===== src/clct_cfg.svh =====
`ifndef CLCT_CFG_SVH
`define CLCT_CFG_SVH

// chamber geometry
`define CLCT_NKEYS 16 // key half-strips per chamber
`define CLCT_NLAYERS 6 // cathode layers

// trigger timing and quality
`define CLCT_STRETCH 4 // clocks a hit stays active after it is sampled
`define CLCT_THRESH 3 // fewest layers a pattern needs to make a CLCT
`define CLCT_DEAD 4 // clocks after a CLCT with no new one issued

`endif


===== src/clct_pkg.sv =====
`default_nettype none

`include "clct_cfg.svh"

package clct_pkg;

  // one bit per half-strip of a single layer
  typedef logic [`CLCT_NKEYS-1:0] layer_hits_t;

  // index of a key half-strip
  typedef logic [$clog2(`CLCT_NKEYS)-1:0] key_t;

  // number of layers hit in a pattern, kept 4 bits wide like the tree encoder
  typedef logic [3:0] pri_t;

endpackage

`default_nettype wire


===== src/hit_stretcher.sv =====
`timescale 1ns/1ps
`default_nettype none

`include "clct_cfg.svh"

module hit_stretcher (
  input  wire                    clock,
  input  wire                    rst,
  input  wire clct_pkg::layer_hits_t ly0,
  input  wire clct_pkg::layer_hits_t ly1,
  input  wire clct_pkg::layer_hits_t ly2,
  input  wire clct_pkg::layer_hits_t ly3,
  input  wire clct_pkg::layer_hits_t ly4,
  input  wire clct_pkg::layer_hits_t ly5,
  output clct_pkg::layer_hits_t  st_ly0,
  output clct_pkg::layer_hits_t  st_ly1,
  output clct_pkg::layer_hits_t  st_ly2,
  output clct_pkg::layer_hits_t  st_ly3,
  output clct_pkg::layer_hits_t  st_ly4,
  output clct_pkg::layer_hits_t  st_ly5
);

  localparam int CW = $clog2(`CLCT_STRETCH + 1);

  clct_pkg::layer_hits_t ly [`CLCT_NLAYERS];
  clct_pkg::layer_hits_t st [`CLCT_NLAYERS];
  logic [CW-1:0]         cnt [`CLCT_NLAYERS][`CLCT_NKEYS]; // one down-counter per strip

  assign ly[0] = ly0;
  assign ly[1] = ly1;
  assign ly[2] = ly2;
  assign ly[3] = ly3;
  assign ly[4] = ly4;
  assign ly[5] = ly5;

  always_ff @(posedge clock)
  begin
    for (int l = 0; l < `CLCT_NLAYERS; l++)
    begin
      for (int s = 0; s < `CLCT_NKEYS; s++)
      begin
        if (rst)
          cnt[l][s] <= '0;
        else if (ly[l][s])
          cnt[l][s] <= CW'(`CLCT_STRETCH); // a fresh hit restarts the window
        else if (cnt[l][s] != '0)
          cnt[l][s] <= cnt[l][s] - 1'b1;
      end
    end
  end

  always_comb
  begin
    for (int l = 0; l < `CLCT_NLAYERS; l++)
      for (int s = 0; s < `CLCT_NKEYS; s++)
        st[l][s] = (cnt[l][s] != '0);
  end

  assign st_ly0 = st[0];
  assign st_ly1 = st[1];
  assign st_ly2 = st[2];
  assign st_ly3 = st[3];
  assign st_ly4 = st[4];
  assign st_ly5 = st[5];

endmodule

`default_nettype wire


===== src/pattern_finder.sv =====
`timescale 1ns/1ps
`default_nettype none

`include "clct_cfg.svh"

module pattern_finder (
  input  wire                    clock,
  input  wire                    rst,
  input  wire clct_pkg::layer_hits_t st_ly0,
  input  wire clct_pkg::layer_hits_t st_ly1,
  input  wire clct_pkg::layer_hits_t st_ly2,
  input  wire clct_pkg::layer_hits_t st_ly3,
  input  wire clct_pkg::layer_hits_t st_ly4,
  input  wire clct_pkg::layer_hits_t st_ly5,
  output clct_pkg::pri_t         pri_0,
  output clct_pkg::pri_t         pri_1,
  output clct_pkg::pri_t         pri_2,
  output clct_pkg::pri_t         pri_3,
  output clct_pkg::pri_t         pri_4,
  output clct_pkg::pri_t         pri_5,
  output clct_pkg::pri_t         pri_6,
  output clct_pkg::pri_t         pri_7,
  output clct_pkg::pri_t         pri_8,
  output clct_pkg::pri_t         pri_9,
  output clct_pkg::pri_t         pri_10,
  output clct_pkg::pri_t         pri_11,
  output clct_pkg::pri_t         pri_12,
  output clct_pkg::pri_t         pri_13,
  output clct_pkg::pri_t         pri_14,
  output clct_pkg::pri_t         pri_15
);

  clct_pkg::layer_hits_t  st [`CLCT_NLAYERS];
  logic [`CLCT_NKEYS+1:0] pad [`CLCT_NLAYERS]; // zero strip on both edges
  logic                   match [`CLCT_NKEYS][`CLCT_NLAYERS];
  clct_pkg::pri_t         cnt [`CLCT_NKEYS];
  clct_pkg::pri_t         pri_r [`CLCT_NKEYS];

  assign st[0] = st_ly0;
  assign st[1] = st_ly1;
  assign st[2] = st_ly2;
  assign st[3] = st_ly3;
  assign st[4] = st_ly4;
  assign st[5] = st_ly5;

  // the two middle layers need the key strip itself, the outer four accept a neighbor
  always_comb
  begin
    for (int l = 0; l < `CLCT_NLAYERS; l++)
      pad[l] = {1'b0, st[l], 1'b0};
    for (int k = 0; k < `CLCT_NKEYS; k++)
    begin
      cnt[k] = '0;
      for (int l = 0; l < `CLCT_NLAYERS; l++)
      begin
        if (l == 2 || l == 3)
          match[k][l] = pad[l][k+1];
        else
          match[k][l] = |pad[l][k +: 3];
        cnt[k] = cnt[k] + clct_pkg::pri_t'(match[k][l]);
      end
    end
  end

  always_ff @(posedge clock)
  begin
    for (int k = 0; k < `CLCT_NKEYS; k++)
    begin
      if (rst)
        pri_r[k] <= '0;
      else
        pri_r[k] <= cnt[k];
    end
  end

  assign pri_0  = pri_r[0];
  assign pri_1  = pri_r[1];
  assign pri_2  = pri_r[2];
  assign pri_3  = pri_r[3];
  assign pri_4  = pri_r[4];
  assign pri_5  = pri_r[5];
  assign pri_6  = pri_r[6];
  assign pri_7  = pri_r[7];
  assign pri_8  = pri_r[8];
  assign pri_9  = pri_r[9];
  assign pri_10 = pri_r[10];
  assign pri_11 = pri_r[11];
  assign pri_12 = pri_r[12];
  assign pri_13 = pri_r[13];
  assign pri_14 = pri_r[14];
  assign pri_15 = pri_r[15];

endmodule

`default_nettype wire


===== src/tree_encoder.sv =====
`timescale 1ns/1ps
`default_nettype none

module tree_encoder (
  input  wire clct_pkg::pri_t win_pri_0,
  input  wire clct_pkg::pri_t win_pri_1,
  input  wire clct_pkg::pri_t win_pri_2,
  input  wire clct_pkg::pri_t win_pri_3,
  input  wire clct_pkg::pri_t win_pri_4,
  input  wire clct_pkg::pri_t win_pri_5,
  input  wire clct_pkg::pri_t win_pri_6,
  input  wire clct_pkg::pri_t win_pri_7,
  input  wire clct_pkg::pri_t win_pri_8,
  input  wire clct_pkg::pri_t win_pri_9,
  input  wire clct_pkg::pri_t win_pri_10,
  input  wire clct_pkg::pri_t win_pri_11,
  input  wire clct_pkg::pri_t win_pri_12,
  input  wire clct_pkg::pri_t win_pri_13,
  input  wire clct_pkg::pri_t win_pri_14,
  input  wire clct_pkg::pri_t win_pri_15,
  output clct_pkg::key_t      clct_win_best,
  output clct_pkg::pri_t      clct_pri_best
);

  clct_pkg::pri_t pri_in [16];
  clct_pkg::pri_t pri_s0 [8];
  logic           win_s0 [8];
  clct_pkg::pri_t pri_s1 [4];
  logic [1:0]     win_s1 [4];

  assign pri_in[0]  = win_pri_0;
  assign pri_in[1]  = win_pri_1;
  assign pri_in[2]  = win_pri_2;
  assign pri_in[3]  = win_pri_3;
  assign pri_in[4]  = win_pri_4;
  assign pri_in[5]  = win_pri_5;
  assign pri_in[6]  = win_pri_6;
  assign pri_in[7]  = win_pri_7;
  assign pri_in[8]  = win_pri_8;
  assign pri_in[9]  = win_pri_9;
  assign pri_in[10] = win_pri_10;
  assign pri_in[11] = win_pri_11;
  assign pri_in[12] = win_pri_12;
  assign pri_in[13] = win_pri_13;
  assign pri_in[14] = win_pri_14;
  assign pri_in[15] = win_pri_15;

  // pairwise tree down to four candidates, strict compares keep ties on the lower key
  always_comb
  begin
    for (int i = 0; i < 8; i++)
    begin
      win_s0[i] = (pri_in[2*i+1] > pri_in[2*i]);
      pri_s0[i] = win_s0[i] ? pri_in[2*i+1] : pri_in[2*i];
    end
    for (int j = 0; j < 4; j++)
    begin
      if (pri_s0[2*j+1] > pri_s0[2*j])
      begin
        pri_s1[j] = pri_s0[2*j+1];
        win_s1[j] = {1'b1, win_s0[2*j+1]};
      end
      else
      begin
        pri_s1[j] = pri_s0[2*j];
        win_s1[j] = {1'b0, win_s0[2*j]};
      end
    end
  end

  // parallel 1-of-4 stage on the quarter winners
  always_comb
  begin
    if ((pri_s1[3] > pri_s1[2]) && (pri_s1[3] > pri_s1[1]) && (pri_s1[3] > pri_s1[0]))
    begin
      clct_pri_best = pri_s1[3];
      clct_win_best = {2'd3, win_s1[3]};
    end
    else if ((pri_s1[2] > pri_s1[1]) && (pri_s1[2] > pri_s1[0]))
    begin
      clct_pri_best = pri_s1[2];
      clct_win_best = {2'd2, win_s1[2]};
    end
    else if (pri_s1[1] > pri_s1[0])
    begin
      clct_pri_best = pri_s1[1];
      clct_win_best = {2'd1, win_s1[1]};
    end
    else
    begin
      clct_pri_best = pri_s1[0];
      clct_win_best = {2'd0, win_s1[0]};
    end
  end

endmodule

`default_nettype wire


===== src/clct_builder.sv =====
`timescale 1ns/1ps
`default_nettype none

`include "clct_cfg.svh"

module clct_builder (
  input  wire                 clock,
  input  wire                 rst,
  input  wire clct_pkg::key_t clct_win_best,
  input  wire clct_pkg::pri_t clct_pri_best,
  output logic                clct_vld,
  output clct_pkg::key_t      clct_key,
  output clct_pkg::pri_t      clct_qual
);

  localparam int DW = $clog2(`CLCT_DEAD + 1);

  logic [DW-1:0] dead_cnt;
  logic          fire;

  // a CLCT goes out only outside the dead window and at or above threshold
  assign fire = (dead_cnt == '0) && (clct_pri_best >= clct_pkg::pri_t'(`CLCT_THRESH));

  always_ff @(posedge clock)
  begin
    if (rst)
    begin
      clct_vld  <= 1'b0;
      dead_cnt  <= '0;
      clct_key  <= '0;
      clct_qual <= '0;
    end
    else
    begin
      clct_vld <= fire; // single-cycle pulse, the dead window blocks the next clock
      if (fire)
      begin
        dead_cnt  <= DW'(`CLCT_DEAD);
        clct_key  <= clct_win_best;
        clct_qual <= clct_pri_best;
      end
      else if (dead_cnt != '0)
      begin
        dead_cnt <= dead_cnt - 1'b1;
      end
    end
  end

endmodule

`default_nettype wire


===== src/clct_finder.sv =====
`timescale 1ns/1ps
`default_nettype none

module clct_finder (
  input  wire                    clock,
  input  wire                    rst,
  input  wire clct_pkg::layer_hits_t ly0,
  input  wire clct_pkg::layer_hits_t ly1,
  input  wire clct_pkg::layer_hits_t ly2,
  input  wire clct_pkg::layer_hits_t ly3,
  input  wire clct_pkg::layer_hits_t ly4,
  input  wire clct_pkg::layer_hits_t ly5,
  output logic                   clct_vld,
  output clct_pkg::key_t         clct_key,
  output clct_pkg::pri_t         clct_qual
);

  wire clct_pkg::layer_hits_t st_ly0, st_ly1, st_ly2, st_ly3, st_ly4, st_ly5;
  wire clct_pkg::pri_t        pri_0, pri_1, pri_2, pri_3;
  wire clct_pkg::pri_t        pri_4, pri_5, pri_6, pri_7;
  wire clct_pkg::pri_t        pri_8, pri_9, pri_10, pri_11;
  wire clct_pkg::pri_t        pri_12, pri_13, pri_14, pri_15;
  wire clct_pkg::key_t        clct_win_best;
  wire clct_pkg::pri_t        clct_pri_best;

  hit_stretcher u_stretch (
    .clock  (clock),
    .rst    (rst),
    .ly0    (ly0),
    .ly1    (ly1),
    .ly2    (ly2),
    .ly3    (ly3),
    .ly4    (ly4),
    .ly5    (ly5),
    .st_ly0 (st_ly0),
    .st_ly1 (st_ly1),
    .st_ly2 (st_ly2),
    .st_ly3 (st_ly3),
    .st_ly4 (st_ly4),
    .st_ly5 (st_ly5)
  );

  pattern_finder u_pattern (
    .clock  (clock),
    .rst    (rst),
    .st_ly0 (st_ly0),
    .st_ly1 (st_ly1),
    .st_ly2 (st_ly2),
    .st_ly3 (st_ly3),
    .st_ly4 (st_ly4),
    .st_ly5 (st_ly5),
    .pri_0  (pri_0),
    .pri_1  (pri_1),
    .pri_2  (pri_2),
    .pri_3  (pri_3),
    .pri_4  (pri_4),
    .pri_5  (pri_5),
    .pri_6  (pri_6),
    .pri_7  (pri_7),
    .pri_8  (pri_8),
    .pri_9  (pri_9),
    .pri_10 (pri_10),
    .pri_11 (pri_11),
    .pri_12 (pri_12),
    .pri_13 (pri_13),
    .pri_14 (pri_14),
    .pri_15 (pri_15)
  );

  tree_encoder u_tree (
    .win_pri_0     (pri_0),
    .win_pri_1     (pri_1),
    .win_pri_2     (pri_2),
    .win_pri_3     (pri_3),
    .win_pri_4     (pri_4),
    .win_pri_5     (pri_5),
    .win_pri_6     (pri_6),
    .win_pri_7     (pri_7),
    .win_pri_8     (pri_8),
    .win_pri_9     (pri_9),
    .win_pri_10    (pri_10),
    .win_pri_11    (pri_11),
    .win_pri_12    (pri_12),
    .win_pri_13    (pri_13),
    .win_pri_14    (pri_14),
    .win_pri_15    (pri_15),
    .clct_win_best (clct_win_best),
    .clct_pri_best (clct_pri_best)
  );

  clct_builder u_build (
    .clock         (clock),
    .rst           (rst),
    .clct_win_best (clct_win_best),
    .clct_pri_best (clct_pri_best),
    .clct_vld      (clct_vld),
    .clct_key      (clct_key),
    .clct_qual     (clct_qual)
  );

endmodule

`default_nettype wire


===== config.mk =====
export PLATFORM = sky130hd
export DESIGN_NAME = clct_finder
export DESIGN_NICKNAME = d
export VERILOG_FILES = /design/src/clct_pkg.sv /design/src/hit_stretcher.sv /design/src/pattern_finder.sv /design/src/tree_encoder.sv /design/src/clct_builder.sv /design/src/clct_finder.sv
export VERILOG_INCLUDE_DIRS = /design/src
export SDC_FILE = /design/constraint.sdc
export NUM_CORES = 1
export LEC_CHECK = 0
export BUFFER_PORTS_ARGS = -buffer_cell sky130_fd_sc_hd__clkbuf_2
export CORE_ASPECT_RATIO = 0.6
export CORE_MARGIN = 5
export CORE_UTILIZATION = 40
export DETAILED_ROUTE_END_ITERATION = 10
export PLACE_DENSITY_LB_ADDON = 0.2
export SLEW_MARGIN = 40
export SYNTH_ARGS = -nofsm -noshare
export SYNTH_HDL_FRONTEND = slang
export SYNTH_SLANG_ARGS = --single-unit

===== constraint.sdc =====
create_clock -name clock -period 11.15 [get_ports clock]
set_clock_uncertainty 0.05 [all_clocks]
set_input_delay 1.6725 -clock clock [delete_from_list [all_inputs] [get_ports clock]]
set_output_delay 1.6725 -clock clock [all_outputs]
set_load 0.05 [all_outputs]

==> Implementation_results.wiki <==
{| class="wikitable"
! Metric !! Value
|-
| Result of the run || complete, no violations
|-
| Post-layout instance count excluding filler cells || 3076
|-
| Routed vias/inst || 4.78
|-
| Worst min-delay path endpoint || u_build.dead_cnt[0]$_SDFFE_PP0N_
|-
| Reg2reg end || u_build.clct_key[0]$_SDFFE_PP0P_
|-
| Post-layout nets || 2753
|-
| Register-to-register setup slack || 5.51 ns
|-
| Global placement routability congestion || 0.790
|-
| Worst hold path startpoint || u_build.dead_cnt[0]$_SDFFE_PP0N_
|-
| Commonest register cell after synthesis || edfxtp_1
|-
| Number of flops mapped to enable cells by yosys || 288
|-
| Hold buffer count at cts || 0
|-
| Die boundary height || 191 microns
|-
| Synth area leaders || edfxtp_1 (40%), ha_1 (16%), inv_1 (6.7%)
|-
| Most frequent cells in the layout || inv_1 (387), nor2_1 (325), edfxtp_1 (288), ha_1 (274), a21oi_1 (167)
|-
| CP max FO || 9
|-
| Worst hold path cell count || 2
|-
| Initial core utilization || 40.3%
|-
| Crit path kind || reg2reg
|-
| Number of violations reported at the end of detailed-routing iteration 0 || 838
|-
| Final worst path period need || 5.64 ns
|-
| Floorplan core area || 0.0540 sq mm
|-
| Synthesized-area fraction occupied by and/or/nand/nor cells || 19.5%
|-
| Post-detailed-route DRC marker count || 0
|-
| Post-CTS Setup Bufs || 0
|-
| Maximum number of pins on one net before global-route repair || 183
|-
| Number of max-slew violations in the final report || 0
|-
| Vias in the first global route || 14.3k
|-
| Library cells used by synthesis || 66
|-
| First-pass GRT wire length || 70900 microns
|-
| Number of input and output port buffers inserted || 105
|-
| Startpoint class of the critical path || flop
|-
| CTS buffer count || 38
|-
| Die Span X || 311 microns
|-
| Achievable Freq || 177 MHz
|-
| Number of storage elements in the synthesis netlist || 347
|-
| Compound-gate portion of the synthesized area || 6.48%
|-
| Clock slew seen by the registers of the worst setup and hold paths || 0.06 ns
|-
| Register area share after synthesis || 45.1%
|-
| Power per unit of standard cell area || 297 mW/mm^2
|-
| Worst path required time || 11.52 ns
|-
| Unrepaired setup endpoints after global routing || false
|-
| Reg2reg start || u_pattern.pri_r[1][9]$_SDFF_PP0_
|-
| Tightest hold margin || 0.419 ns
|-
| Leading area contributor after synthesis || edfxtp_1
|-
| Number of vias after detailed routing || 14.7k
|-
| Max transition margin || 48.5%
|-
| Placed cell count || 3006
|-
| Number of cells produced by synthesis || 2220
|-
| Die ar. || 0.0594 sq mm
|-
| Ys Warns || 0
|-
| Number of buffers on the longest clock path || 3
|-
| Total iterations of the first detailed-routing run || 5
|-
| Main combinational cell family by area after synthesis || adder cells
|-
| Number of cells upsized or downsized after cts || 0
|-
| Antenna cell count || 0
|-
| Insertion delay to the later sink of the worst-skew pair || 0.53 ns
|-
| Max capacitance violation total || 0
|-
| Summed instance area of the synthesized netlist || 0.0218 sq mm
|-
| Crit. End Element || flop
|-
| Routed wire length per instance || 14.1 microns
|-
| Length in cells of the worst reg-to-reg path || 22
|-
| Worst supply voltage drop on vdd || 0.298 mV
|-
| Arr. time, crit path || 6.01 ns
|-
| Number of hold violations in the final report || 0
|-
| Share of synthesized flip-flops with an asynchronous set or reset || 0%
|-
| Leakage power summed over all cells || 10.7 nW
|-
| Synthesized-area fraction occupied by xor and xnor cells || 0.0402%
|-
| Routed Wire Length || 43200 microns
|-
| Slew at the pin closest to its max-slew limit || 0.773 ns
|-
| Final setup violation count || 0
|-
| Total number of H-tree levels || 2
|-
| Multiplexer fraction of the synthesized cell area || 1.41%
|-
| Area share of the largest cell type after synthesis || 39.7%
|-
| Path category of the worst min-delay check || reg2reg
|-
| Global routing usage summed across all routing layers || 14.5%
|-
| Area growth from synthesis to layout || 12.0%
|-
| Final TNS setup || 0 ns
|-
| Library cell used as clock root buffer || clkbuf_16
|-
| Adder and majority cell fraction of the synthesized area || 20.1%
|-
| Estimated wirelength of the detail-placed design || 33500 microns
|-
| Syn_nets || 2640
|-
| CTS tree || built
|-
| CTS sink cnt || 347
|-
| Antenna violations before repair || 2
|-
| Ratio of cells with drive above 1 in the final layout || 7.96%
|-
| Average cell area after synthesis || 9.82 sq um
|-
| Fillers || 5122
|-
| Fin crit share || 50.6%
|-
| Post-route ant nets || 0
|-
| GRT overflow || 0
|-
| Rows || 66
|-
| I/O pins || 107
|-
| Most common cell after layout, fill and taps aside || inv_1
|}
==> kinds of logic after synthesis <==
family                     after synthesis
buffers and inverters                  421
muxes                                   29
DFF                                    347
adders and majority gates              322
AOI/OAI and AO/OA                      238
other                                    1
xor gates and xnor gates                 1
and+or+nand+nor                        861
==> synthesized netlist by cell type (46+ instances only) <==
| library cell | number |
|---|---|
| a21oi_1 | 167 |
| dfxtp_1 | 59 |
| edfxtp_1 | 288 |
| fa_1 | 48 |
| ha_1 | 274 |
| inv_1 | 387 |
| nand2_1 | 114 |
| nand2b_1 | 91 |
| nand3_1 | 53 |
| nor2_1 | 325 |
| nor2b_1 | 113 |
| nor4_1 | 46 |
| or3_1 | 93 |
==> critical path, cell delays in order (launching register included) <==
cell and delay, ns:
dfxtp_1 0.33, inv_1 0.05, ha_1 0.28, nand2_1 0.10
o21a_1 0.20, a21oi_1 0.24, mux2i_1 0.28, inv_1 0.07
ha_1 0.32, nor2b_1 0.15, o21ai_1 0.08, a32o_1 0.25
nand2_1 0.07, a21boi_0 0.47, ha_1 0.35, nand2_1 0.12
nor3_1 0.06, mux2_2 0.31, nor4_4 0.56, mux2_1 0.39
mux2_2 0.33, and4_1 0.21, a311o_1 0.26
==> cell type report <==
cell class	count	area (sq um)	share of cell area [%]
Multi-Input combinational cell	1452	10400	42.5
Sequential cell	347	9830	40.3
Inverter	387	1450	5.95
Clock buffer	50	1090	4.47
Tap cell	714	893	3.66
Timing Repair Buffer	107	583	2.39
Clock inverter	19	171	0.703
==> metrics by stage <==
step | power [mW] | setup slack (ns) | cell area, sq um | utilization, %
final | 7.25 | 5.51 | 24400 | 45.2
after detailed placement | 5.96 | 5.55 | 23100 | 42.8
after floorplan | 5.01 | 6.14 | 21800 | -
after CTS | 7.31 | 5.54 | 24400 | 45.1
after global placement | 5.84 | 5.72 | 23100 | 42.8
after global routing | 7.98 | 5.24 | 24400 | 45.2
==> state kept, by name (all words and copies together) (netlist names) <==
register           count
u_build.clct_vld       1
u_pattern.pri_r       48
u_build.dead_cnt       3
u_stretch.cnt        288
u_build.clct_key       4
u_build.clct_qual      3
==> metal layers <==
| metal | global-route usage (%) | vias up | part of all wire, % |
|---|---|---|---|
| li1 | - | 7669 | - |
| met1 | 19.7 | 6788 | 49 |
| met2 | 24.2 | 187 | 45 |
| met3 | 3.19 | 55 | 4.7 |
| met4 | 2.51 | 4 | 1.4 |
| met5 | 0 | - | 0.053 |
==> worst max-delay path by stage <==
| stage | from | endpoint | slack, ns |
|---|---|---|---|
| after floorplan | u_pattern.pri_r[0][9]$_SDFF_PP0_ | u_build.clct_key[0]$_SDFFE_PP0P_ | 6.14 |
| after global placement | u_pattern.pri_r[1][9]$_SDFF_PP0_ | u_build.clct_key[0]$_SDFFE_PP0P_ | 5.72 |
| after detailed placement | u_pattern.pri_r[1][9]$_SDFF_PP0_ | u_build.clct_key[0]$_SDFFE_PP0P_ | 5.55 |
| after CTS | u_pattern.pri_r[1][9]$_SDFF_PP0_ | u_build.clct_key[0]$_SDFFE_PP0P_ | 5.54 |
| after global routing | u_pattern.pri_r[1][9]$_SDFF_PP0_ | u_build.clct_key[0]$_SDFFE_PP0P_ | 5.24 |
| final | u_pattern.pri_r[1][9]$_SDFF_PP0_ | u_build.clct_key[0]$_SDFFE_PP0P_ | 5.51 |
==> power breakdown <==
group | leakage (nW) | switching [mW] | internal (mW)
sequential | 3.77 | 0.150 | 1.82
combinational | 6.33 | 2.32 | 1.67
clock | 0.617 | 0.528 | 0.760
No activity file was read; power rests on OpenSTA's default activity.
